**config.mk**
```make
export PLATFORM = sky130hd
export DESIGN_NAME = eth_header_gen
export DESIGN_NICKNAME = d
export VERILOG_FILES = /design/src/common/frame_pkg.sv /design/src/logic/eth_header_gen.sv
export VERILOG_INCLUDE_DIRS = /design/src /design/src/common
export SDC_FILE = /design/constraint.sdc
export NUM_CORES = 1
export LEC_CHECK = 0
export BUFFER_PORTS_ARGS = -buffer_cell sky130_fd_sc_hd__clkbuf_2
export CAP_MARGIN = 15
export CORE_AREA = 2 2 207 209
export DETAILED_ROUTE_END_ITERATION = 16
export DIE_AREA = 0 0 209 211
export PLACE_DENSITY = 0.33
export SLEW_MARGIN = 30
export SYNTH_ARGS = -nofsm -noshare
export SYNTH_HDL_FRONTEND = slang
export SYNTH_SLANG_ARGS = --single-unit
```
**constraint.sdc**
```tcl
create_clock -name vclk -period 15.2
set_clock_uncertainty 0.05 [all_clocks]
set_input_delay 0.76 -clock vclk [all_inputs]
set_output_delay 0.76 -clock vclk [all_outputs]
set_load 0.05 [all_outputs]
```
**src/common/udp_tx_settings.svh**
```systemverilog
`ifndef UDP_TX_SETTINGS_SVH
`define UDP_TX_SETTINGS_SVH

// byte FIFO capacity, a power of two
`define UDP_TX_FIFO_DEPTH 2048

// payload length width in bits
`define UDP_TX_LEN_W 11

// ethernet framing
`define UDP_TX_PREAMBLE_BYTES 7
`define UDP_TX_PREAMBLE_BYTE 8'h55
`define UDP_TX_SFD 8'hd5
`define UDP_TX_FCS_BYTES 4
`define UDP_TX_GAP_BYTES 12

`endif

```
**src/common/frame_pkg.sv**
```systemverilog
package frame_pkg;

    localparam int HDR_BYTES = 42;

    typedef logic [47:0] mac_addr_t;
    typedef logic [31:0] ip_addr_t;
    typedef logic [15:0] udp_port_t;

    // wire order, first byte on the wire sits in the msbs
    typedef struct packed {
        mac_addr_t   dst_mac;
        mac_addr_t   src_mac;
        logic [15:0] ethertype;
        logic [7:0]  ver_ihl;
        logic [7:0]  tos;
        logic [15:0] total_len;
        logic [15:0] ident;
        logic [15:0] flags_frag;
        logic [7:0]  ttl;
        logic [7:0]  protocol;
        logic [15:0] hdr_csum;
        ip_addr_t    src_ip;
        ip_addr_t    dst_ip;
        udp_port_t   udp_src;
        udp_port_t   udp_dst;
        logic [15:0] udp_len;
        logic [15:0] udp_csum;
    } frame_hdr_fields_t;

    typedef union packed {
        frame_hdr_fields_t            fields;
        logic [0:HDR_BYTES-1][7:0]    octets;
    } frame_hdr_u;

endpackage

```
**src/logic/eth_header_gen.sv**
```systemverilog
`timescale 1ns/1ps
`include "udp_tx_settings.svh"

module eth_header_gen (
    input  frame_pkg::mac_addr_t         fpga_mac_i,
    input  frame_pkg::mac_addr_t         host_mac_i,
    input  frame_pkg::ip_addr_t          fpga_ip_i,
    input  frame_pkg::ip_addr_t          host_ip_i,
    input  frame_pkg::udp_port_t         fpga_port_i,
    input  frame_pkg::udp_port_t         host_port_i,
    input  logic [`UDP_TX_LEN_W-1:0]     payload_bytes_i,
    output frame_pkg::frame_hdr_u        header_o
);
    import frame_pkg::*;

    localparam logic [15:0] ETHERTYPE_IPV4 = 16'h0800;
    localparam logic [7:0]  IP_VER_IHL     = 8'h45;
    localparam logic [7:0]  IP_TOS         = 8'h00;
    localparam logic [15:0] IP_IDENT       = 16'h0000;
    // don't fragment
    localparam logic [15:0] IP_FLAGS_FRAG  = 16'h4000;
    localparam logic [7:0]  IP_TTL         = 8'd64;
    localparam logic [7:0]  IP_PROTO_UDP   = 8'd17;

    logic [15:0] ip_total_len;
    logic [15:0] udp_len;
    logic [19:0] csum_sum;
    logic [16:0] csum_fold1;
    logic [15:0] csum_fold2;

    assign ip_total_len = 16'(payload_bytes_i) + 16'd28;
    assign udp_len      = 16'(payload_bytes_i) + 16'd8;

    // ten ip header words, checksum word counted as zero
    assign csum_sum = 20'({IP_VER_IHL, IP_TOS}) + 20'(ip_total_len)
                    + 20'(IP_IDENT) + 20'(IP_FLAGS_FRAG)
                    + 20'({IP_TTL, IP_PROTO_UDP})
                    + 20'(fpga_ip_i[31:16]) + 20'(fpga_ip_i[15:0])
                    + 20'(host_ip_i[31:16]) + 20'(host_ip_i[15:0]);

    // end-around carry, the second fold cannot overflow again
    assign csum_fold1 = 17'(csum_sum[15:0]) + 17'(csum_sum[19:16]);
    assign csum_fold2 = csum_fold1[15:0] + 16'(csum_fold1[16]);

    always_comb begin
        header_o.fields.dst_mac    = host_mac_i;
        header_o.fields.src_mac    = fpga_mac_i;
        header_o.fields.ethertype  = ETHERTYPE_IPV4;
        header_o.fields.ver_ihl    = IP_VER_IHL;
        header_o.fields.tos        = IP_TOS;
        header_o.fields.total_len  = ip_total_len;
        header_o.fields.ident      = IP_IDENT;
        header_o.fields.flags_frag = IP_FLAGS_FRAG;
        header_o.fields.ttl        = IP_TTL;
        header_o.fields.protocol   = IP_PROTO_UDP;
        header_o.fields.hdr_csum   = ~csum_fold2;
        header_o.fields.src_ip     = fpga_ip_i;
        header_o.fields.dst_ip     = host_ip_i;
        header_o.fields.udp_src    = fpga_port_i;
        header_o.fields.udp_dst    = host_port_i;
        header_o.fields.udp_len    = udp_len;
        // udp checksum not computed
        header_o.fields.udp_csum   = 16'h0000;
    end

endmodule

```
==> metrics.cfg <==
[sta]
setup_tns_ps=0
fmax_mhz=94.7
fin_crit_sh_pct=69.4
worst_pin_slew_ps=792
finalMaxSlewViolations=0
finalHoldViolCount=0
rsz0062_at_grt=false
period_minus_slack_ps=10560
max-slew-margin-rel_pct=46.8
setup_viol=0

[min_path]
holdPathStages=0
hold_path_end=header_o[288]
min_from=host_mac_i[0]
hp-class=in2out

[status]
status=finished, final reports clean

[synthesis]
synth_cell_types=66
synth_top_cell_by_area=buf_4
synth.most_common_cell=buf_4
synth_top_area_share_pct=39.9
synth-seq-area-share_pct=0
synth_compound_area_share_pct=8.76
synth_area_leaders=buf_4 40%, fa_1 16%, ha_1 9.5%, inv_1 8.4%, xnor2_1 4.8%
synth_xor_area_share_pct=7.64
synth_simple_gate_area_share_pct=8.67
synth_area_mm2=0.00568
synth_warnings=0
muxShareOfSynthArea_pct=0.528
synth_top_family_by_area=buffers and inverters
syn_inst=726
synthAdderAreaFrac_pct=25.3
synth_commonest_cells=302 x buf_4, 127 x inv_1, 45 x fa_1
avgSynthCellArea_um2=7.83

[finish]
nClkBuffers=0
nFlopsAndLatches=0
area_growth_pct=-6.03
drive_above_1_share_pct=28.3
diodes=0
ff_latch_area_um2=0
nets=992

[worst_setup_path]
cp_max_fo=10
endpoint_kind=primary output
crit_required_ps=14390
cpPeakStageDelay_ps=640
cp.arrival_ps=9750
worst_path_max_delay_cell=a21boi_0
crit_type=in2out
start_kind=input pin

[floorplanning]
chipHeight_um=211
start_util_pct=13.6
core_area_mm2=0.0418
fp.dieArea_mm2=0.0441
die_w_um=209
row_count=75
ioPinCount=539

[routing]
via_count=3651
vias_per_cell=2.95
wirelength_um=15100
route.detailed.drc=0
ant_nets=0
drt_first_iter_violations=58
drt_pass1_iterations=4
detail_route.wl_per_cell_um=12.2

[power_and_ir_drop]
power_w=0.00138
power.density_mw_per_mm2=257
ir_drop_v=0.000122
p_leak_nw=2.92

[clock_network]
cts_hold_buffers=0
cts_resized=0
cts_setup_buffers=0

[grt]
grt_pass1_wl_um=21500
grt.overflow.total=0
grt_pass1_vias=3615
grt_usage_pct=6.41
grt_max_degree=11
antenna_found_initial=0

[placed_design]
place.gp.congestion=0.719
hpwlAfterDp_um=14300
portBuffers=179

[run]
drv_cap=0

## how the worst max path moves through the flow
| stage | startpoint | endpoint | slack (ps) | cells after the start |
|---|---|---|---|---|
| after floorplan | payload_bytes_i[3] | header_o[142] | 4810 | 39 |
| after global placement | payload_bytes_i[3] | header_o[142] | 4450 | 40 |
| after detailed placement | payload_bytes_i[3] | header_o[140] | 4450 | 40 |
| after CTS | payload_bytes_i[3] | header_o[140] | 4410 | 40 |
| after global routing | payload_bytes_i[3] | header_o[140] | 3570 | 40 |
| final | payload_bytes_i[4] | header_o[143] | 4640 | 40 |
## worst max-delay path: cells and delay by family
family	cells	cell delay (ps)
AO/OA/AOI/OAI	10	2540
XOR/XNOR	2	420
adder cells (fa/ha/maj)	8	2690
buffers and inverters	6	800
AND/OR/NAND/NOR	14	2550
## cell type report
type | instances | area (um2)
multi-input combinational | 392 | 3290
tap | 539 | 674
inverter | 128 | 480
fill | 4857 | 36400
timing repair buffer | 179 | 896
## routing by layer
| metal | part of all wire [%] | vias up | routed length (um) | GRT usage (%) |
|---|---|---|---|---|
| met5 | 0 | - | 0 | 0 |
| met4 | 2.9 | 0 | 433 | 1.72 |
| met3 | 9.2 | 36 | 1390 | 1.89 |
| met2 | 48 | 213 | 7310 | 11.4 |
| met1 | 40 | 1620 | 5990 | 7.45 |
| li1 | - | 1782 | - | - |
## stage by stage
step                hold WS (ps)  setup WS [ps]  instance area [um2]  cells  util [%]
floorplan                   1640           4810                 6070    828         -
global placement            1470           4450                 5340   1238      12.8
detailed placement          1470           4450                 5340   1238      12.8
CTS                         1470           4410                 5340   1238      12.8
global route                1470           3570                 5340   1238      12.8
finish                      1470           4640                 5340   1238      12.8
## logic make-up (layout without fill, tap and decap cells)
| group | after synthesis | count (layout) |
|---|---|---|
| compound gates | 62 | 62 |
| simple gates | 88 | 88 |
| xor+xnor | 47 | 47 |
| buf+inv | 436 | 307 |
| mux | 3 | 3 |
| fa+ha+maj | 88 | 88 |
| other cells | 2 | 104 |
## cells in the final DEF (no fill, tap or decap), types with 8 or more instances in the layout
cell      count
a21oi_1      11
clkbuf_2    179
conb_1      104
fa_1         45
ha_1         43
inv_1       127
nand2_1      16
nand3_1       8
nor2_1       17
xnor2_1      31
xor2_1       13
## where the power goes
part / internal (W) / switching (W) / leakage, nW / total (W)
logic: 0.000406 / 0.000969 / 2.92 / 0.00138
clock network: 0 / 0 / 0 / 0
registers: 0 / 0 / 0 / 0
total: 0.000406 / 0.000969 / 2.92 / 0.00138
(Power assumes the default switching activity.)
