==> src/common/udp_tx_settings.svh <==
`ifndef UDP_TX_SETTINGS_SVH
`define UDP_TX_SETTINGS_SVH

// byte FIFO capacity, a power of two
`define UDP_TX_FIFO_DEPTH 2048

// payload length width in bits
`define UDP_TX_LEN_W 11

// ethernet framing
`define UDP_TX_PREAMBLE_BYTES 7
`define UDP_TX_PREAMBLE_BYTE 8'h55
`define UDP_TX_SFD 8'hd5
`define UDP_TX_FCS_BYTES 4
`define UDP_TX_GAP_BYTES 12

`endif

==> src/common/tx_pkg.sv <==
package tx_pkg;

    typedef enum logic [2:0] {
        IDLE,
        PREAMBLE,
        SFD,
        HEADER,
        DATA,
        FCS,
        GAP
    } tx_state_t;

    typedef logic [31:0] fcs_t;

    // 04c11db7 bit-reversed, for the lsb-first update
    localparam fcs_t CRC_POLY_REFL = 32'hedb8_8320;
    localparam fcs_t CRC_PRESET    = 32'hffff_ffff;

endpackage

==> src/logic/crc32_gmii.sv <==
`timescale 1ns/1ps

module crc32_gmii (
    input  logic         clk_i,
    input  logic         rst_i,
    input  logic         clear_i,
    input  logic         en_i,
    input  logic [7:0]   data_i,
    output tx_pkg::fcs_t fcs_o
);
    import tx_pkg::*;

    fcs_t crc_q;

    // one byte, lsb first
    function automatic fcs_t crc_byte(fcs_t crc, logic [7:0] data);
        fcs_t r;
        r = crc ^ {24'h000000, data};
        for (int i = 0; i < 8; i++) begin
            r = r[0] ? ((r >> 1) ^ CRC_POLY_REFL) : (r >> 1);
        end
        return r;
    endfunction

    always_ff @(posedge clk_i) begin
        if (rst_i || clear_i) begin
            crc_q <= CRC_PRESET;
        end else if (en_i) begin
            crc_q <= crc_byte(crc_q, data_i);
        end
    end

    assign fcs_o = ~crc_q;

endmodule

==> config.mk <==
export PLATFORM = sky130hd
export DESIGN_NAME = crc32_gmii
export DESIGN_NICKNAME = d
export VERILOG_FILES = /design/src/common/udp_tx_settings.svh /design/src/common/tx_pkg.sv /design/src/logic/crc32_gmii.sv
export SDC_FILE = /design/constraint.sdc
export NUM_CORES = 1
export LEC_CHECK = 0
export ABC_AREA = 1
export BUFFER_PORTS_ARGS = -buffer_cell sky130_fd_sc_hd__buf_4
export CAP_MARGIN = 5
export CORE_UTILIZATION = 56
export CTS_CLUSTER_SIZE = 30
export DETAILED_ROUTE_END_ITERATION = 10
export PLACE_DENSITY = 0.8
export SLEW_MARGIN = 20
export SYNTH_ARGS = -nofsm -noshare
export SYNTH_HDL_FRONTEND = slang
export SYNTH_SLANG_ARGS = --single-unit
export TNS_END_PERCENT = 20
==> constraint.sdc <==
create_clock -name clk_i -period 1.4 [get_ports clk_i]
set_input_delay 0.28 -clock clk_i [delete_from_list [all_inputs] [get_ports clk_i]]
set_output_delay 0.28 -clock clk_i [all_outputs]
set_load 0.01 [all_outputs]
==> results.rst <==
.. list-table::
   :header-rows: 1

   * - Metric
     - Value
   * - Status
     - finished, violations left
   * - Failing checks
     - setup timing
   * - Clock transition at the registers of the reported paths
     - 0.07 ns
   * - Worst path setup slack after routing
     - -0.0253 ns
   * - Worst Tran Pin Value
     - 0.543 ns
   * - IO Count
     - 44
   * - Maximum ir drop on the vdd rail
     - 0.630 mV
   * - Switching pwr
     - 1150 µW
   * - HPWL after detailed placement
     - 5.19 mm
   * - Achievable Freq
     - 702 MHz
   * - Max Cap Violations
     - 0
   * - Final critical path time including I/O delays and setup
     - 1.43 ns
   * - Starting DRT DRC Count
     - 203
   * - Post-synthesis sequential area ratio
     - 25.7%
   * - Clock Latency Late Sink
     - 0.29 ns
   * - Switching share of power
     - 38.0%
   * - Cell leakage power
     - 0.00187 µW
   * - Relative slew slack
     - 63.8%
   * - Cell with the largest stage delay on the worst path
     - sky130_fd_sc_hd__dfxtp_2
   * - Largest register FFs
     - 32
   * - Required time reported for the critical path endpoint
     - 1.63 ns
   * - Routed length per instance
     - 13.9 µm
   * - Combined global-route utilization of all metal layers
     - 31.4%
   * - Rows
     - 23
   * - Average cell area after synthesis
     - 6.03 µm²
   * - Setup crit end kind
     - flop
   * - Post-layout total power
     - 3020 µW
   * - Period Utilization, post-route
     - 102%
   * - Unrepaired setup endpoints after global routing
     - true
   * - Die X
     - 68.7 µm
   * - Crit path top cell by count
     - sky130_fd_sc_hd__nand2_4
   * - Vias after detailed routing
     - 2901
   * - Kind of critical path
     - reg2reg
   * - Final routed wirelength across all metal layers
     - 7.44 mm
   * - Fin. Hold Viols
     - 0
   * - Relative contribution of the clock network to total power
     - 24.9%
   * - Final #Nets
     - 496
   * - Netlist Area Pre-Place
     - 2490 µm²
   * - Setup skew after layout
     - 0.00632 ns
   * - Register ranked first by flip-flop count
     - crc_q
   * - Vertical die dimension
     - 68.7 µm
   * - Worst path max stage delay
     - 0.34 ns
   * - Largest buffer count on any clock path
     - 2
   * - Netlist cell types
     - 27
   * - Sum of overflow across all layers after global routing
     - 0
   * - Remaining antenna violation count
     - 0
   * - Slew Limit Fails
     - 0
   * - Total internal power
     - 1870 µW
   * - Total Die Area
     - 4720 µm²
   * - Number of antenna cells inserted
     - 0
   * - Maximum number of pins on one net before global-route repair
     - 38
   * - Share of cells above drive strength 1
     - 30.1%
   * - Worst Path Buf+Inv
     - 2
   * - Critical path, cell by cell
     - inv_2 -> nand2_2 -> nand2_4 -> nand2_4 -> nand2_8 -> inv_8 -> nand2_8 -> nand2_4 -> nor2_4 -> nand2_1 -> nand3_1
   * - Synthesis warning total
     - 0
   * - Worst-path maximum fanout
     - 8
   * - Global-route wire length before repair
     - 10.9 mm
   * - Effective utilization at floorplan
     - 60.1%
   * - Initial antenna violation count
     - 0
   * - Clock sinks
     - 32
   * - H-tree depth
     - 2
   * - Most frequent standard cell in the layout excluding fill and tap cells
     - sky130_fd_sc_hd__nand2_1
   * - Setup TNS
     - -0.0253 ns
   * - Combinational power share
     - 41.7%
   * - Vias per cell
     - 5.42
   * - Ratio of total power to cell area
     - 907 nW/µm²
   * - Min-Delay Path Class
     - in2reg
   * - Clock tree from TritonCTS
     - done
   * - Placeable core area
     - 4140 µm²
   * - CTS Buf Count
     - 5
   * - Cell family with the largest share of critical-path delay
     - simple AND/OR/NAND/NOR gates
   * - Net count after synthesis
     - 425
   * - Total DRC errors in the routed layout
     - 0
   * - Via count of the first global-routing pass
     - 2415
   * - Number of I/O port buffers
     - 43
   * - Area grow syn2layout
     - 33.6%
   * - Biggest registers after layout
     - crc_q x32
   * - Setup slack at placement
     - -0.0709 ns
   * - Clock tree root driver cell
     - sky130_fd_sc_hd__clkbuf_8
   * - Worst EP arrival
     - 1.65 ns
   * - Synthesized instance count
     - 413
   * - Routability cong.
     - 0.916
   * - Top library cells by usage in the layout, fill and taps aside
     - sky130_fd_sc_hd__nand2_1, sky130_fd_sc_hd__buf_4, sky130_fd_sc_hd__nand3_1, sky130_fd_sc_hd__inv_1, sky130_fd_sc_hd__a21oi_1
   * - Drt pass-1 iters
     - 5
   * - FF+latch count, synth
     - 32
   * - End-of-flow core utilization
     - 80.4%
   * - Portion of total power attributed to sequential cells
     - 33.4%
   * - Setup violations, final
     - 1
   * - Setup crit start kind
     - flop
[stage by stage]
stage	area [µm²]	cells	hold WS [ns]
floorplan	2490	413	0.440
global placement	3080	524	0.460
detailed placement	3080	524	0.471
CTS	3200	532	0.368
global route	3330	535	0.378
finish	3330	535	0.366
[cell families after synthesis]
kind of cell           count (synthesis)  synth area share (%)
AO/OA/AOI/OAI                         55                  12.0
XOR/XNOR                              21                  7.68
AND/OR/NAND/NOR                      245                  45.0
flip-flops                            32                  25.7
buffers and inverters                 60                  9.59
[layer usage]
metal  vias to the layer above  global-route usage, %  wire length [µm]
met5                         -                      0                 0
met4                         0                   11.0               130
met3                        15                   5.59               416
met2                       116                   56.1              3790
met1                      1325                   37.5              3110
li1                       1445                      -                 -
[synthesized netlist by cell type]
| master | number | area (µm²) |
|---|---|---|
| sky130_fd_sc_hd__inv_1 | 37 | 139 |
| sky130_fd_sc_hd__nand2_1 | 166 | 623 |
| sky130_fd_sc_hd__inv_8 | 1 | 11.3 |
| sky130_fd_sc_hd__inv_2 | 13 | 48.8 |
| sky130_fd_sc_hd__o221ai_1 | 1 | 8.76 |
| sky130_fd_sc_hd__a21o_1 | 1 | 7.51 |
| sky130_fd_sc_hd__nor2_1 | 7 | 26.3 |
| sky130_fd_sc_hd__buf_1 | 1 | 3.75 |
| sky130_fd_sc_hd__nand2_4 | 9 | 101 |
| sky130_fd_sc_hd__o21ai_1 | 7 | 35.0 |
| sky130_fd_sc_hd__a21oi_4 | 1 | 16.3 |
| sky130_fd_sc_hd__dfxtp_1 | 32 | 641 |
| sky130_fd_sc_hd__nand3b_1 | 1 | 7.51 |
| sky130_fd_sc_hd__xor2_1 | 18 | 158 |
| sky130_fd_sc_hd__nor2_4 | 1 | 11.3 |
| sky130_fd_sc_hd__xnor2_1 | 2 | 17.5 |
| sky130_fd_sc_hd__a21oi_1 | 33 | 165 |
| sky130_fd_sc_hd__o211ai_1 | 3 | 22.5 |
| sky130_fd_sc_hd__xnor2_2 | 1 | 16.3 |
| sky130_fd_sc_hd__nand2_2 | 11 | 68.8 |
| sky130_fd_sc_hd__buf_2 | 2 | 10.0 |
| sky130_fd_sc_hd__nand3_1 | 46 | 230 |
| sky130_fd_sc_hd__or2_1 | 2 | 12.5 |
| sky130_fd_sc_hd__clkbuf_1 | 5 | 18.8 |
| sky130_fd_sc_hd__buf_4 | 1 | 7.51 |
| sky130_fd_sc_hd__nand2_8 | 2 | 40.0 |
| sky130_fd_sc_hd__o21ai_0 | 9 | 45.0 |
[power groups by stage]
stage          combinational, µW  clock (µW)  sequential (µW)
2_1_floorplan                750           0             1020
3_3_place_gp                1110           0             1020
3_5_place_dp                1130           0             1030
4_1_cts                     1160         758             1010
5_1_grt                     1370         801             1010
6_report                    1260         751             1010
[worst paths after layout]
kind	from	to	slack, ns	cells after the start
worst max register to register	crc_q[1]$_SDFFE_PP1P_	crc_q[19]$_SDFFE_PP1P_	-0.03	11
worst min register to register	crc_q[16]$_SDFFE_PP1P_	crc_q[16]$_SDFFE_PP1P_	0.49	2
worst max-delay path	crc_q[1]$_SDFFE_PP1P_	crc_q[19]$_SDFFE_PP1P_	-0.03	11
worst min-delay path	rst_i	crc_q[11]$_SDFFE_PP1P_	0.37	4
[layout make-up]
| class | count | area [µm²] |
|---|---|---|
| multi-input cells | 321 | 1740 |
| fillers | 316 | 813 |
| flip-flops and latches | 32 | 653 |
| repair buffers | 73 | 586 |
| inverters | 51 | 199 |
| clock buffers | 8 | 90.1 |
| well taps | 50 | 62.6 |
[timing repair]
action,in CTS,in global routing
buffers inserted,0,3
hold buffers,0,0
resized for setup,5,33
gates cloned,0,0
endpoints found under the setup margin,5,25
pin swaps,0,9
[worst register-to-register path, cell delays in order (launching register included)]
cell	delay, ns
sky130_fd_sc_hd__dfxtp_2	0.34
sky130_fd_sc_hd__inv_2	0.08
sky130_fd_sc_hd__nand2_2	0.06
sky130_fd_sc_hd__nand2_4	0.14
sky130_fd_sc_hd__nand2_4	0.09
sky130_fd_sc_hd__nand2_8	0.12
sky130_fd_sc_hd__inv_8	0.05
sky130_fd_sc_hd__nand2_8	0.07
sky130_fd_sc_hd__nand2_4	0.07
sky130_fd_sc_hd__nor2_4	0.12
sky130_fd_sc_hd__nand2_1	0.11
sky130_fd_sc_hd__nand3_1	0.12
Note: power is estimated with default switching activity, not from simulation.
