--- config.mk ---
export PLATFORM = sky130hd
export DESIGN_NAME = frame_admit_flat
export DESIGN_NICKNAME = d
export VERILOG_FILES = /design/src/common/byte_stream_if.sv /design/src/packet_gen/frame_admit.sv /design/src/flat_wrapper.sv
export VERILOG_INCLUDE_DIRS = /design/src /design/src/common
export SDC_FILE = /design/constraint.sdc
export NUM_CORES = 1
export LEC_CHECK = 0
export BUFFER_PORTS_ARGS = -buffer_cell sky130_fd_sc_hd__buf_2
export CORE_MARGIN = 2
export CORE_UTILIZATION = 40
export CTS_CLUSTER_SIZE = 25
export DETAILED_ROUTE_END_ITERATION = 8
export GPL_TIMING_DRIVEN = 0
export PLACE_DENSITY_LB_ADDON = 0.25
export SETUP_SLACK_MARGIN = 0.5
export SLEW_MARGIN = 30
export SYNTH_ARGS = -nofsm -noshare
export SYNTH_HDL_FRONTEND = slang
export SYNTH_SLANG_ARGS = --single-unit
--- constraint.sdc ---
create_clock -name clk_i -period 5.4 [get_ports clk_i]
set_clock_uncertainty 0.1 [all_clocks]
set_input_delay 0.27 -clock clk_i [delete_from_list [all_inputs] [get_ports clk_i]]
set_output_delay 0.27 -clock clk_i [all_outputs]
set_load 0.02 [all_outputs]
--- src/common/udp_tx_settings.svh ---
`ifndef UDP_TX_SETTINGS_SVH
`define UDP_TX_SETTINGS_SVH

// byte FIFO capacity, a power of two
`define UDP_TX_FIFO_DEPTH 2048

// payload length width in bits
`define UDP_TX_LEN_W 11

// ethernet framing
`define UDP_TX_PREAMBLE_BYTES 7
`define UDP_TX_PREAMBLE_BYTE 8'h55
`define UDP_TX_SFD 8'hd5
`define UDP_TX_FCS_BYTES 4
`define UDP_TX_GAP_BYTES 12

`endif

--- src/common/byte_stream_if.sv ---
`timescale 1ns/1ps

interface byte_stream_if;
    logic [7:0] tdata;
    logic       tvalid;
    logic       tready;
    logic       tlast;

    modport source (
        output tdata, tvalid, tlast,
        input  tready
    );

    modport sink (
        input  tdata, tvalid, tlast,
        output tready
    );
endinterface

--- src/packet_gen/frame_admit.sv ---
`timescale 1ns/1ps
`include "udp_tx_settings.svh"

module frame_admit (
    input  logic                      clk_i,
    input  logic                      rst_i,
    byte_stream_if.sink               s,
    input  logic [`UDP_TX_LEN_W-1:0]  payload_bytes_i,
    input  logic [`UDP_TX_LEN_W:0]    fifo_count_i,
    output logic                      push_o,
    output logic [7:0]                push_data_o
);
    localparam int CW = `UDP_TX_LEN_W + 1;

    logic          in_pkt_q;
    logic          pkt_start;
    logic          has_space;
    logic          handshake;
    logic [CW-1:0] room_limit;

    // a whole packet must fit before its first byte is taken
    assign room_limit = CW'(`UDP_TX_FIFO_DEPTH) - {1'b0, payload_bytes_i};
    assign has_space  = fifo_count_i < room_limit;
    assign pkt_start  = !in_pkt_q;

    // once started, the rest of the packet is never held back
    assign s.tready  = (pkt_start && has_space) || in_pkt_q;
    assign handshake = s.tvalid && s.tready;

    always_ff @(posedge clk_i) begin
        if (rst_i) begin
            in_pkt_q <= 1'b0;
        end else if (handshake) begin
            in_pkt_q <= !s.tlast;
        end
    end

    assign push_o      = handshake;
    assign push_data_o = s.tdata;

endmodule

--- src/flat_wrapper.sv ---
// flat-port wrapper written by rule: the top's interface ports become plain ports
module frame_admit_flat 
  (clk_i, rst_i, payload_bytes_i, fifo_count_i, push_o, push_data_o, s_tdata, s_tvalid, s_tlast, s_tready);
  byte_stream_if s_i ();
  input  logic clk_i;
  input  logic rst_i;
  input  logic [`UDP_TX_LEN_W-1:0] payload_bytes_i;
  input  logic [`UDP_TX_LEN_W:0] fifo_count_i;
  output logic push_o;
  output logic [7:0] push_data_o;
  input wire logic [$bits(s_i.tdata)-1:0] s_tdata;
  input wire logic [$bits(s_i.tvalid)-1:0] s_tvalid;
  input wire logic [$bits(s_i.tlast)-1:0] s_tlast;
  output wire logic [$bits(s_i.tready)-1:0] s_tready;
  assign s_i.tdata = s_tdata;
  assign s_i.tvalid = s_tvalid;
  assign s_i.tlast = s_tlast;
  assign s_tready = s_i.tready;
  frame_admit u_core (.clk_i(clk_i), .rst_i(rst_i), .s(s_i), .payload_bytes_i(payload_bytes_i), .fifo_count_i(fifo_count_i), .push_o(push_o), .push_data_o(push_data_o));
endmodule
==> impl_results.md, run 1 <==
- Synthesis-stage register bit count: 1
- Post-synth ARST share: 0
- FF-to-FF Start: u_core.in_pkt_q
- Yosys warning count: 0
- Final hold violation count: 0
- Post-route design area: ~770 um2
- Status: finished clean
- # DRC: 0
- Final net count: around 160
- Pin count of the biggest net entering global routing: 6
- Kind of critical path: primary input to output pin
- CP Capture Type: output pin
- Ports: between 40 and 50
- Max-slew violation count: 0
- Number of max-cap violations: 0
- Yosys cell types: 26
- Placed cell area: 774.5 um2
- Post-DP HPWL: between 1 and 1.5 mm
- Vias in the first global route: 539
- Normalized max-slew margin: 0.7589
- Antenna-violating nets left: 0
- Total grt overflow: 0
- VDD IR max: around 0.000036 V
- Die area: around 1800 um2
- Hold Path End: u_core.in_pkt_q
- Post-cts sizing count: 0
- Setup tns final: 0 ns
- Cts hold-fix bufs: 0
- GPL Wtd Cong: 0.8001
- DIE HEIGHT: between 40 and 50 um
- Seq/Total Area, Yosys: 0.03478
- DR pass1 iterations: 3
- Global-route usage over all layers: 0.1210
- Routed vias: around 610
- Worst EP required: a little over 5 ns
- Yosys top cell area share: 0.2609
- Startpoint Class: primary input
- Crit path max fanout: 5
- First-pass GRT wire length: 1.835 mm
- Fin cells: 121
- Buf/Inv on CP: 3
- Reg clk slew, reported paths: 0 ns
- CP Cell Sequence: buf_2 > inv_1 > ha_1 > nor3b_2 > nand2_1 > nor4_2 > xor2_1 > ha_1 > and4_1 > a32oi_1 > o211ai_1 > o31ai_2 > buf_2
- Critical Path AT: ~2.7 ns
- Met3 WL post-DR: 108 um
- Hold_ws: approximately 0.38 ns
- 1st-iter DRT viols: 2
- Top flop regs: u_core.in_pkt_q x1
- Layout cell share with drive strength beyond 1: 0.4811
- Worst Max-Slew Pin Slew: about 0.36 ns
- DR WL/cell: between 9 and 10 um
- Synth Area per Inst: ~8.2 um2
- Most area-hungry cell type in the Yosys netlist: ha_1
- Cell count after synthesis: 70
- Reg-to-reg endpoint: u_core.in_pkt_q
- Mapped cell area: 575.6 um2
- Top area cells in the synthesized netlist: ha_1 (26%), buf_4 (10%), xor2_1 (9.1%)
- # rows: 13
- FMAX: approximately 330 MHz
- Post-synth top flop: dfxtp_1
- Final setup viols: 0
- Unrepaired setup endpoints after global routing: no
- Leakage: 0.4180 nW
- WL met1: 429 um
- Post-Syn Nets: approximately 120
- Drt total wl: 1.115 mm
- Crit-path leading delay family: simple AND/OR/NAND/NOR gates
- Cell Pwr Density: ~85 nW/um2
- Finished Core Util: 0.5878
- Post-synth EDFFs: 0
- Initial Util: 0.4368
- Drt via density: roughly 5.0
- Crit-path max cell delay: ~0.27 ns
- Core box area: between 1000 and 1500 um2
- R2r setup slk: around 4.7 ns
- Largest register by flop count: u_core.in_pkt_q
- HP Start: u_core.in_pkt_q
- Placed Cells: roughly 120
- R2R depth: 2
- Critical-path top delay cell: ha_1
- Area growth from synthesis to layout: 34.57%
- Die X: 41.93 um
- Worst hold stages: 2
- HP Class: register to register
- Fin crit share: 0.5647
- Buffer count from post-CTS setup fixing: 0
- Clk_lat worst skew: 0 ns
- DR WL met2: slightly below 600 um
- Max reg flops: 1
- Initial antenna violation count: 0
- Tmin final: ~3 ns
- Port Buf Inserts: 36
- Max Used Layer: met3
- N_diodes: 0
area by class of cell:
cell class / instances / area, um2
fill: 127 / 543.0
multi-input combinational: 57 / 480.5
timing repair buffer: 36 / 180.2
buffer: 8 / 60.06
sequential: 1 / 20.02
tap: 15 / 18.77
inverter: 4 / 15.01
stage by stage:
| stage | worst slack (ns) | power, W |
|---|---|---|
| floorplan | 2.693 | 0.00004482 |
| global placement | 2.389 | 0.00006494 |
| detailed placement | 2.339 | 0.00006621 |
| global route | 2.105 | 0.00007216 |
| finish | 2.351 | 0.00006556 |
| CTS | 2.336 | 0.00006644 |
worst min-delay path, cell delays in order, from the launching register on:
cell     delay (ns)
dfxtp_1        0.30
nand2_1        0.07
o31ai_2        0.06
cell families after synthesis:
kind of cell,after synthesis,share of synthesized area
and+or+nand+nor,24,0.2435
DFF,1,0.03478
buffers and inverters,12,0.1304
AOI/OAI and AO/OA,14,0.2239
xor gates and xnor gates,7,0.1065
adders and majority gates,12,0.2609
power breakdown:
group | internal, W | switching [W]
Combinational | 0.0000286 | 0.0000286
Clock | 0 | 0
Sequential | 0.00000805 | 0.000000326
worst max path at each step:
stage	startpoint	endpoint	cells past startpoint
6_report	payload_bytes_i[0]	push_o	13
5_1_grt	payload_bytes_i[0]	push_o	13
4_1_cts	payload_bytes_i[0]	push_o	13
3_5_place_dp	payload_bytes_i[0]	push_o	13
3_3_place_gp	payload_bytes_i[0]	push_o	13
2_1_floorplan	payload_bytes_i[0]	push_o	11
layout by cell type, fill, tap and decap left out:
cell type  instances
or4_1              1
a21oi_1            3
a21o_1             2
o21bai_1           1
nor3_2             2
nand2b_1           1
a2111oi_4          1
a32oi_1            1
o31ai_2            2
buf_2             36
nor4_1             2
dfxtp_1            1
o31ai_1            1
nand2_1            9
nand3_1            2
xnor2_1            1
o211ai_1           2
buf_4              8
inv_1              4
nor3_1             1
ha_1              12
nor4_2             1
o21a_1             1
and4_1             1
nor2_1             3
xor2_1             6
nor3b_2            1
per-layer routing:
layer / track usage / vias up
met3: 0.01304 / 0
met2: 0.2563 / 25
met4: 0 / 0
met1: 0.1311 / 259
li1: - / 323
met5: 0 / -
Yosys cell counts (3+ instances only):
cell type and instances:
a21oi_1 3, buf_4 8, ha_1 12, inv_1 4, nand2_1 9, nor2_1 3
xor2_1 6
(Power assumes the default switching activity.)
==> run 2, diff against run 1 <==
- CORE_UTILIZATION: 40 -> 39
- clock period: 5.4 -> 3 ns (I/O delays scaled with it)
==> impl_results.md, run 2 (synthesis results as in run 1) <==
- Reg clk slew, reported paths: 0 ns (unchanged)
- Max-slew violation count: 0 (unchanged)
- First-pass GRT wire length: 2.070 mm (+13%)
- HP Class: primary input to register
- Most frequent cells in the layout: buf_2 (33), buf_4 (16), ha_1 (11)
- Die area: 1799 um2 (+2.3%)
- Area growth from synthesis to layout: 60.22%
- Top flop regs: u_core.in_pkt_q x1
- Port Buf Inserts: 36 (unchanged)
- Worst Max-Slew Pin Slew: 0.3213 ns (-0.03702 ns)
- Leakage: 0.4709 nW (+13%)
- Kind of critical path: primary input to output pin
- Worst EP required: 2.75 ns (-2.28 ns)
- Max reg flops: 1 (unchanged)
- Placed Cells: 121 (unchanged)
- Vias in the first global route: 546 (+1.3%)
- CP Cell Sequence: buf_12 > clkinv_8 > ha_4 > nor3b_4 > nand2_2 > nor4_4 > xor2_1 > ha_1 > and4_1 > a32oi_1 > o211ai_1 > o31ai_2 > buf_4
- Initial antenna violation count: 0 (unchanged)
- Antenna-violating nets left: 0 (unchanged)
- Final Total Pwr: 0.0001408 W (+110%)
- Cts hold-fix bufs: 0 (unchanged)
- Setup tns final: 0 ns (unchanged)
- Post-DP HPWL: 1.090 mm (+0.39%)
- Initial Util: 0.4315 (-0.005327)
- VDD IR max: 0.00008024 V (+120%)
- FF-to-FF Start: u_core.in_pkt_q
- Fin cells: 128 (+5.8%)
- Finished Core Util: 0.6914 (+0.1035)
- Total grt overflow: 0 (unchanged)
- 1st-iter DRT viols: 6 (+4)
- Drt via density: 5.148 (+2.6%)
- Normalized max-slew margin: 0.7849 (+0.02594)
- Fin crit share: 0.8606
- Core box area: 1334 um2 (+1.2%)
- Cell Pwr Density: 152.7 nW/um2 (+80%)
- Final hold violation count: 0 (unchanged)
- HP Start: rst_i
- Most common cell after layout, fill and taps aside: buf_2
- Critical-path top delay cell: ha_1
- # rows: 13 (unchanged)
- Final net count: 162 (+4.5%)
- Critical Path AT: 2.33 ns (-0.35 ns)
- Layout cell share with drive strength beyond 1: 0.5752 (+0.09409)
- Buf/Inv on CP: 3 (unchanged)
- Global-route usage over all layers: 0.1384 (+0.01736)
- N_diodes: 0 (unchanged)
- FMAX: just under 400 MHz
- Startpoint Class: primary input
- Clk_lat worst skew: 0 ns (unchanged)
- DIE HEIGHT: 42.42 um (+1.2%)
- CP Capture Type: output pin
- # DRC: 0 (unchanged)
- Worst Setup Slack, final: 0.4182 ns (-1.933 ns)
- Pin count of the biggest net entering global routing: 6 (unchanged)
- Ports: 45 (unchanged)
- Final setup viols: 0 (unchanged)
- Crit-path leading delay family: simple AND/OR/NAND/NOR gates
- Tmin final: roughly 2.6 ns
- Crit-path max cell delay: 0.28 ns (about the same)
- DR WL/cell: 11.05 um (+20%)
- Status: finished clean
- Unrepaired setup endpoints after global routing: yes
- Largest register by flop count: u_core.in_pkt_q
- Routed vias: 659 (+8.6%)
- Drt total wl: 1.415 mm (+27%)
- Critical Path Source: payload_bytes_i[0]
- Die X: 42.42 um (+1.2%)
- Crit path max fanout: 4 (-1)
- GPL Wtd Cong: 0.8027 (+0.32%)
- Number of max-cap violations: 0 (unchanged)
- DR pass1 iterations: 2 (-1)
- Pre-CTS WS: 0.1535 ns (-2.186 ns)
-- run 2: worst paths after layout --
path | end | slack, ns | cells past startpoint
max reg2reg | u_core.in_pkt_q | 2.35 | 2
max | push_o | 0.42 | 13
min | u_core.in_pkt_q | 0.34 | 4
min reg2reg | u_core.in_pkt_q | 0.38 | 2
-- run 2: routing by layer --
layer	track usage	vias to the layer above	routed length, um
met4	0	0	15
met5	0	-	0
met3	0.004310	2	101
met2	0.2738	29	730
met1	0.1722	288	568
li1	-	340	-
-- run 2: report_power, final --
group | internal, W | leakage [nW] | total, W | switching (W)
clock | 0 | 0 | 0 | 0
combinational | 0.0000648 | 0.463 | 0.000126 | 0.0000609
sequential | 0.0000145 | 0.00820 | 0.0000151 | 0.000000637
-- run 2: cell type report --
class | instances | area (um2)
inverter | 4 | 30.03
fill | 107 | 411.6
tap | 15 | 18.77
buffer | 8 | 60.06
sequential | 1 | 20.02
multi-input combinational | 57 | 533.0
timing repair buffer | 43 | 260.3
-- run 2: through the flow --
step	hold slack [ns]	cell area, um2
6_report	0.3436	922.1
5_1_grt	0.3766	922.1
4_1_cts	0.3469	843.3
3_5_place_dp	0.3472	774.5
3_3_place_gp	0.3372	774.5
2_1_floorplan	0.2008	575.6
-- run 2: worst register-to-register path, delay by kind of cell, from the launching register on --
kind	cells	cell delay [ns]
AOI/OAI and AO/OA	1	0.06
and+or+nand+nor	1	0.07
DFF	1	0.30
-- run 2: repair_timing --
action                     4_1_cts  5_1_grt
buffers inserted                 2        5
gates resized for setup         15        8
pin swaps                        9       10
setup endpoints to repair        3        3
