===== config.mk =====
export PLATFORM = sky130hd
export DESIGN_NAME = packet_gen
export DESIGN_NICKNAME = d
export VERILOG_FILES = /design/src/common/frame_pkg.sv /design/src/common/tx_pkg.sv /design/src/packet_gen/packet_gen.sv
export VERILOG_INCLUDE_DIRS = /design/src /design/src/common
export SDC_FILE = /design/constraint.sdc
export NUM_CORES = 1
export LEC_CHECK = 0
export BUFFER_PORTS_ARGS = -buffer_cell sky130_fd_sc_hd__buf_2
export CAP_MARGIN = 20
export CELL_PAD_IN_SITES_DETAIL_PLACEMENT = 0
export CELL_PAD_IN_SITES_GLOBAL_PLACEMENT = 1
export CORE_UTILIZATION = 30
export DETAILED_ROUTE_END_ITERATION = 12
export HOLD_SLACK_MARGIN = 0.12
export PLACE_DENSITY = 0.7
export SLEW_MARGIN = 20
export SYNTH_ARGS = -nofsm -noshare
export SYNTH_HDL_FRONTEND = slang
export SYNTH_SLANG_ARGS = --single-unit

===== constraint.sdc =====
create_clock -name clk_i -period 62 [get_ports clk_i]
set_input_delay 3.1 -clock clk_i [delete_from_list [all_inputs] [get_ports clk_i]]
set_output_delay 3.1 -clock clk_i [all_outputs]
set_load 0.01 [all_outputs]

===== src/common/udp_tx_settings.svh =====
`ifndef UDP_TX_SETTINGS_SVH
`define UDP_TX_SETTINGS_SVH

// byte FIFO capacity, a power of two
`define UDP_TX_FIFO_DEPTH 2048

// payload length width in bits
`define UDP_TX_LEN_W 11

// ethernet framing
`define UDP_TX_PREAMBLE_BYTES 7
`define UDP_TX_PREAMBLE_BYTE 8'h55
`define UDP_TX_SFD 8'hd5
`define UDP_TX_FCS_BYTES 4
`define UDP_TX_GAP_BYTES 12

`endif


===== src/common/frame_pkg.sv =====
package frame_pkg;

    localparam int HDR_BYTES = 42;

    typedef logic [47:0] mac_addr_t;
    typedef logic [31:0] ip_addr_t;
    typedef logic [15:0] udp_port_t;

    // wire order, first byte on the wire sits in the msbs
    typedef struct packed {
        mac_addr_t   dst_mac;
        mac_addr_t   src_mac;
        logic [15:0] ethertype;
        logic [7:0]  ver_ihl;
        logic [7:0]  tos;
        logic [15:0] total_len;
        logic [15:0] ident;
        logic [15:0] flags_frag;
        logic [7:0]  ttl;
        logic [7:0]  protocol;
        logic [15:0] hdr_csum;
        ip_addr_t    src_ip;
        ip_addr_t    dst_ip;
        udp_port_t   udp_src;
        udp_port_t   udp_dst;
        logic [15:0] udp_len;
        logic [15:0] udp_csum;
    } frame_hdr_fields_t;

    typedef union packed {
        frame_hdr_fields_t            fields;
        logic [0:HDR_BYTES-1][7:0]    octets;
    } frame_hdr_u;

endpackage


===== src/common/tx_pkg.sv =====
package tx_pkg;

    typedef enum logic [2:0] {
        IDLE,
        PREAMBLE,
        SFD,
        HEADER,
        DATA,
        FCS,
        GAP
    } tx_state_t;

    typedef logic [31:0] fcs_t;

    // 04c11db7 bit-reversed, for the lsb-first update
    localparam fcs_t CRC_POLY_REFL = 32'hedb8_8320;
    localparam fcs_t CRC_PRESET    = 32'hffff_ffff;

endpackage


===== src/packet_gen/packet_gen.sv =====
`timescale 1ns/1ps
`include "udp_tx_settings.svh"

module packet_gen (
    input  logic                      clk_i,
    input  logic                      rst_i,
    input  frame_pkg::frame_hdr_u     header_i,
    input  logic [`UDP_TX_LEN_W-1:0]  payload_bytes_i,
    input  logic [`UDP_TX_LEN_W:0]    fifo_count_i,
    input  logic [7:0]                fifo_data_i,
    input  tx_pkg::fcs_t              fcs_i,
    output logic                      pop_o,
    output logic                      crc_clear_o,
    output logic                      crc_en_o,
    output logic [7:0]                crc_data_o,
    output logic                      tx_en_o,
    output logic [7:0]                tx_d_o
);
    import frame_pkg::*;
    import tx_pkg::*;

    localparam int LEN_W  = `UDP_TX_LEN_W;
    localparam int HDR_IW = $clog2(HDR_BYTES);

    localparam logic [LEN_W-1:0] PRE_LAST = LEN_W'(`UDP_TX_PREAMBLE_BYTES - 1);
    localparam logic [LEN_W-1:0] HDR_LAST = LEN_W'(HDR_BYTES - 1);
    localparam logic [LEN_W-1:0] FCS_LAST = LEN_W'(`UDP_TX_FCS_BYTES - 1);
    localparam logic [LEN_W-1:0] GAP_LAST = LEN_W'(`UDP_TX_GAP_BYTES - 1);

    tx_state_t        state_q;
    tx_state_t        state_d;
    logic [LEN_W-1:0] cnt_q;
    logic [LEN_W-1:0] data_last;
    logic             last;
    frame_hdr_u       hdr_q;
    fcs_t             fcs_q;
    fcs_t             fcs_cur;
    logic             tx_valid;
    logic [7:0]       tx_byte;

    assign data_last = payload_bytes_i - 1'b1;

    // final cycle of the current state
    always_comb begin
        case (state_q)
            IDLE:     last = fifo_count_i >= {1'b0, payload_bytes_i};
            PREAMBLE: last = cnt_q == PRE_LAST;
            SFD:      last = 1'b1;
            HEADER:   last = cnt_q == HDR_LAST;
            DATA:     last = cnt_q == data_last;
            FCS:      last = cnt_q == FCS_LAST;
            GAP:      last = cnt_q == GAP_LAST;
            default:  last = 1'b1;
        endcase
    end

    always_comb begin
        state_d = state_q;
        if (last) begin
            case (state_q)
                IDLE:     state_d = PREAMBLE;
                PREAMBLE: state_d = SFD;
                SFD:      state_d = HEADER;
                HEADER:   state_d = DATA;
                DATA:     state_d = FCS;
                FCS:      state_d = GAP;
                default:  state_d = IDLE;
            endcase
        end
    end

    always_ff @(posedge clk_i) begin
        if (rst_i) begin
            state_q <= IDLE;
            cnt_q   <= '0;
        end else begin
            state_q <= state_d;
            if (last) begin
                cnt_q <= '0;
            end else begin
                cnt_q <= cnt_q + 1'b1;
            end
        end
    end

    // crc is final on the first fcs cycle, later bytes come from the shifter
    assign fcs_cur = (cnt_q == '0) ? fcs_i : fcs_q;

    always_comb begin
        tx_valid = 1'b1;
        tx_byte  = 8'h00;
        case (state_q)
            PREAMBLE: tx_byte = `UDP_TX_PREAMBLE_BYTE;
            SFD:      tx_byte = `UDP_TX_SFD;
            HEADER:   tx_byte = hdr_q.octets[cnt_q[HDR_IW-1:0]];
            DATA:     tx_byte = fifo_data_i;
            FCS:      tx_byte = fcs_cur[7:0];
            default:  tx_valid = 1'b0;
        endcase
    end

    always_ff @(posedge clk_i) begin
        if (state_q == IDLE) begin
            hdr_q <= header_i;
        end
        if (state_q == FCS) begin
            fcs_q <= fcs_cur >> 8;
        end
    end

    // pop one cycle ahead so each byte is on the fifo output in its DATA cycle
    assign pop_o = (state_q == HEADER && last) || (state_q == DATA && !last);

    assign crc_clear_o = state_q == IDLE;
    assign crc_en_o    = state_q == HEADER || state_q == DATA;
    assign crc_data_o  = tx_byte;

    always_ff @(posedge clk_i) begin
        if (rst_i) begin
            tx_en_o <= 1'b0;
        end else begin
            tx_en_o <= tx_valid;
        end
        tx_d_o <= tx_byte;
    end

endmodule


==> run summary <==
The flow ran to the end, and the final reports show no timing, DRC or antenna violations. The count of cells resized by post-cts repair came out at 0. In this run the most critical hold path is launched from fcs_q[23].

For this run, the top clock speed supported by timing is 115 MHz. After detailed routing, the number of vias per cell comes to 4.79. STA classifies the critical path startpoint as a primary input. After synthesis the netlist holds a flip-flop and latch count of 383. The netlist area before placement is 0.0160 mm^2. Once detailed placement completed, the half-perimeter wirelength came to 33.0 mm.

For this design the static power due to leakage is 7.71 nW. The share of flip-flops with an asynchronous set or reset is 0%. The via count of the first global-routing pass was 10,300. The number of levels in the clock H-tree came out at 2. The die outline height is 233 um.

The critical path goes through buf_2 -> or3_1 -> or4_1 -> a21oi_1 -> xnor2_1 -> nor4bb_1 -> nand3_1 -> nand2_1 -> buf_2. Among the stages of the critical path, the cell type that occurs most often is sky130_fd_sc_hd__buf_2. The starting DRC count in detailed routing is 896.

The layout overhead on the synthesized area is 27.1%. The max-capacitance violation count came out at 0. The routed wire length per instance came out at 21.9 um. The number of setup violations in the final report is 0. The library cell used most frequently in the layout, excluding fill and tap cells, is sky130_fd_sc_hd__buf_2.

The source-to-sink clock delay at the later pin of the worst-skew pair is 0.57 ns. The total power per unit cell area came out at 35.8 mW/mm^2. The worst hold path class is flip-flop to flip-flop. The cell family contributing the most delay on the critical path is simple AND/OR/NAND/NOR gates. In the routed design, unresolved DRC markers number 0.

Setup repair after global routing left no endpoint under its margin. The worst pin sits at a relative slew slack of 23.6%. The number of filler cells placed in the layout came out at 4,964. The routability-driven placement congestion ratio is 0.817. In this run the standard cell core region covers 0.0526 mm^2. The quantity of I/O buffers inserted on ports is 420. Along the worst path, the maximum fanout reaches 14.

The total global routing overflow came out at 0. The number of nets with antenna violations after routing is 0. In this run the clock root is driven by a sky130_fd_sc_hd__clkbuf_16. For this run, the leading register cell type out of synthesis is sky130_fd_sc_hd__edfxtp_1. The Yosys warning count is 0. The number of nets in the layout is 1,751. Synthesis produced a netlist with a net count of 1,322. In this run the count of I/O pins placed on the die edge is 421. The final-report hold violation count is 0. The clock sink count is 383. The final clock skew is 0.0175 ns. Setup total negative slack on the finished layout was measured at 0 ns. The final route contains 9,859 vias.

The worst register-to-register path begins at cnt_q[0]. STA classifies the critical path endpoint as a primary output. The slew of the pin with the lowest slew margin came out at 1.14 ns. The worst hold path terminates at fcs_q[15]. The number of flops mapped to enable cells by yosys came out at 360. The critical path required time is 58.90 ns.

The total routing resource utilization after global routing is 16.4%. The maximum cell stage delay along the critical path is 0.57 ns. VDD sags by at most 0.0000282 V. The first global-routing pass estimated 64.0 mm of wire. The initial standard-cell utilization of the core is 30.4%. The max-slew violation count is 0. The chip width is 233 um. The number of antenna violations at the first check in global routing is 12. The first detailed-routing pass took 5 iterations. The buffer and inverter count on the worst path came out at 2. Clock tree synthesis inserted a total of 43 buffers. The clock passes through at most 3 buffers. The part of the cycle the worst path needs came out at 14.1%. The arrival time at the worst endpoint came out at 5.63 ns.

After technology mapping, the gate count stands at 905. The pin count of the biggest net entering global routing came out at 158. The die area is 0.0541 mm^2. The fraction of layout cells with a size suffix above 1 is 44.7%.

The buffers inserted during post-CTS setup optimization came out at 0. The post-CTS clock slew at the launch and capture registers of the worst setup and hold paths is 0.06 ns. The number of cells on the worst reg-to-reg path came out at 9. Leaving out fill and tap cells, the most frequent cells in the layout are sky130_fd_sc_hd__buf_2, sky130_fd_sc_hd__edfxtp_1, sky130_fd_sc_hd__mux4_2. The slowest stage of the critical path belongs to the cell sky130_fd_sc_hd__or3_1.

The worst-case register-to-register setup slack is 58.16 ns. Dividing the synthesized area by the synthesized cell count gives 17.6 um^2. The portion of the post-synthesis area used by sequential elements is 70.6%. The routed design could run at a clock period as short as 8.73 ns. In this run the worst setup path begins at payload_bytes_i[3]. The endpoint identified for the worst register-to-register timing path is cnt_q[5]. After synthesis, the netlist uses 62 different library cells.

The area of all placed cells without fillers is 0.0203 mm^2. The number of hold buffers added after CTS was 0. The instance area at placement is 0.0189 mm^2.

The TritonCTS clock tree is yes. The total wirelength of the detailed-routed design came out at 45.1 mm. The critical path is of the primary input to primary output type.

The number of instances on the worst hold path came out at 1. The floorplan row count is 84.
==> area by class of cell <==
type | count | area [um^2] | share of cell area [%]
inverters | 29 | 109 | 0.537
well taps | 688 | 861 | 4.24
repair buffers | 437 | 2240 | 11.1
diodes | 4 | 10.0 | 0.0494
clock buffers | 50 | 1110 | 5.48
clock inverters | 29 | 300 | 1.48
flip-flops and latches | 383 | 11300 | 55.6
multi-input cells | 440 | 4370 | 21.5
==> worst max-delay path by stage <==
| stage | endpoint | slack [ns] | depth (start not counted) |
|---|---|---|---|
| final | pop_o | 53.27 | 9 |
| after CTS | pop_o | 53.31 | 9 |
| after detailed placement | pop_o | 53.33 | 9 |
| after global routing | pop_o | 53.09 | 9 |
| after floorplan | crc_clear_o | 35.14 | 3 |
| after global placement | pop_o | 53.35 | 9 |
==> where the power goes <==
part	internal [mW]	switching (mW)	total [mW]
logic	0.0496	0.0658	0.115
registers	0.344	0.0134	0.357
clock network	0.147	0.106	0.253
total	0.540	0.186	0.726
==> worst reg2reg max path: stages (launching register included) <==
cell and delay [ns]:
sky130_fd_sc_hd__dfxtp_4 0.58, sky130_fd_sc_hd__buf_4 0.53, sky130_fd_sc_hd__buf_4 0.62, sky130_fd_sc_hd__nand2_1 0.09, sky130_fd_sc_hd__mux2_2 0.28, sky130_fd_sc_hd__o221a_2 0.26, sky130_fd_sc_hd__nor2_1 0.10, sky130_fd_sc_hd__nand4_1 0.15
sky130_fd_sc_hd__o21ai_1 0.92, sky130_fd_sc_hd__nor3_1 0.13
==> synthesized netlist by cell type, types with 3 or more instances <==
master,n,area [um^2]
sky130_fd_sc_hd__nor2b_1,7,43.8
sky130_fd_sc_hd__dfxtp_1,23,460
sky130_fd_sc_hd__a21oi_1,35,175
sky130_fd_sc_hd__edfxtp_1,360,10800
sky130_fd_sc_hd__xor2_1,6,52.6
sky130_fd_sc_hd__clkbuf_1,31,116
sky130_fd_sc_hd__mux2i_1,55,551
sky130_fd_sc_hd__a22o_1,4,35.0
sky130_fd_sc_hd__or3_1,5,31.3
sky130_fd_sc_hd__nor2_1,26,97.6
sky130_fd_sc_hd__nand2b_1,13,81.3
sky130_fd_sc_hd__a221oi_1,9,78.8
sky130_fd_sc_hd__nor3b_1,4,30.0
sky130_fd_sc_hd__buf_1,9,33.8
sky130_fd_sc_hd__nor3_1,16,80.1
sky130_fd_sc_hd__mux2_2,27,304
sky130_fd_sc_hd__or4_1,3,22.5
sky130_fd_sc_hd__o31ai_1,4,30.0
sky130_fd_sc_hd__inv_1,29,109
sky130_fd_sc_hd__nor4_1,6,37.5
sky130_fd_sc_hd__o21a_1,3,22.5
sky130_fd_sc_hd__o221ai_1,22,193
sky130_fd_sc_hd__o21ai_0,10,50.1
sky130_fd_sc_hd__nand2_1,16,60.1
sky130_fd_sc_hd__buf_2,11,55.1
sky130_fd_sc_hd__ha_1,16,200
sky130_fd_sc_hd__o211ai_1,7,52.6
sky130_fd_sc_hd__nand3_1,9,45.0
sky130_fd_sc_hd__o22ai_1,3,18.8
sky130_fd_sc_hd__nand4_1,14,87.6
sky130_fd_sc_hd__xnor2_1,13,114
sky130_fd_sc_hd__mux4_2,68,1530
==> registers in the layout, summed over array words and instances (netlist names) <==
name,flops
hdr_q,336
state_q,3
tx_d_o,8
fcs_q,24
tx_en_o,1
cnt_q,11
==> routing by layer <==
metal	track usage, %	wire length (um)	up-vias
met5	0	86	-
met4	5.56	964	16
li1	-	-	4545
met1	20.6	18700	4835
met2	27.6	22300	393
met3	4.06	3070	70
==> logic make-up after synthesis <==
group,share of synthesized area (%)
XOR/XNOR,1.04
adder cells (fa/ha/maj),1.25
buffers and inverters,2.06
multiplexers,15.0
flip-flops,70.6
AND/OR/NAND/NOR,4.80
AO/OA/AOI/OAI,5.17
==> through the flow <==
stage	hold slack, ns	setup slack [ns]	util [%]	std cells	power, mW
6_report	0.546	53.27	38.6	2060	0.726
5_1_grt	0.572	53.09	38.6	2060	0.756
4_1_cts	0.550	53.31	38.6	2056	0.737
3_5_place_dp	0.534	53.33	35.9	1977	0.482
3_3_place_gp	0.529	53.35	35.9	1977	0.478
2_1_floorplan	0.523	35.14	-	905	0.474
Power figures use the tool's default switching activity.
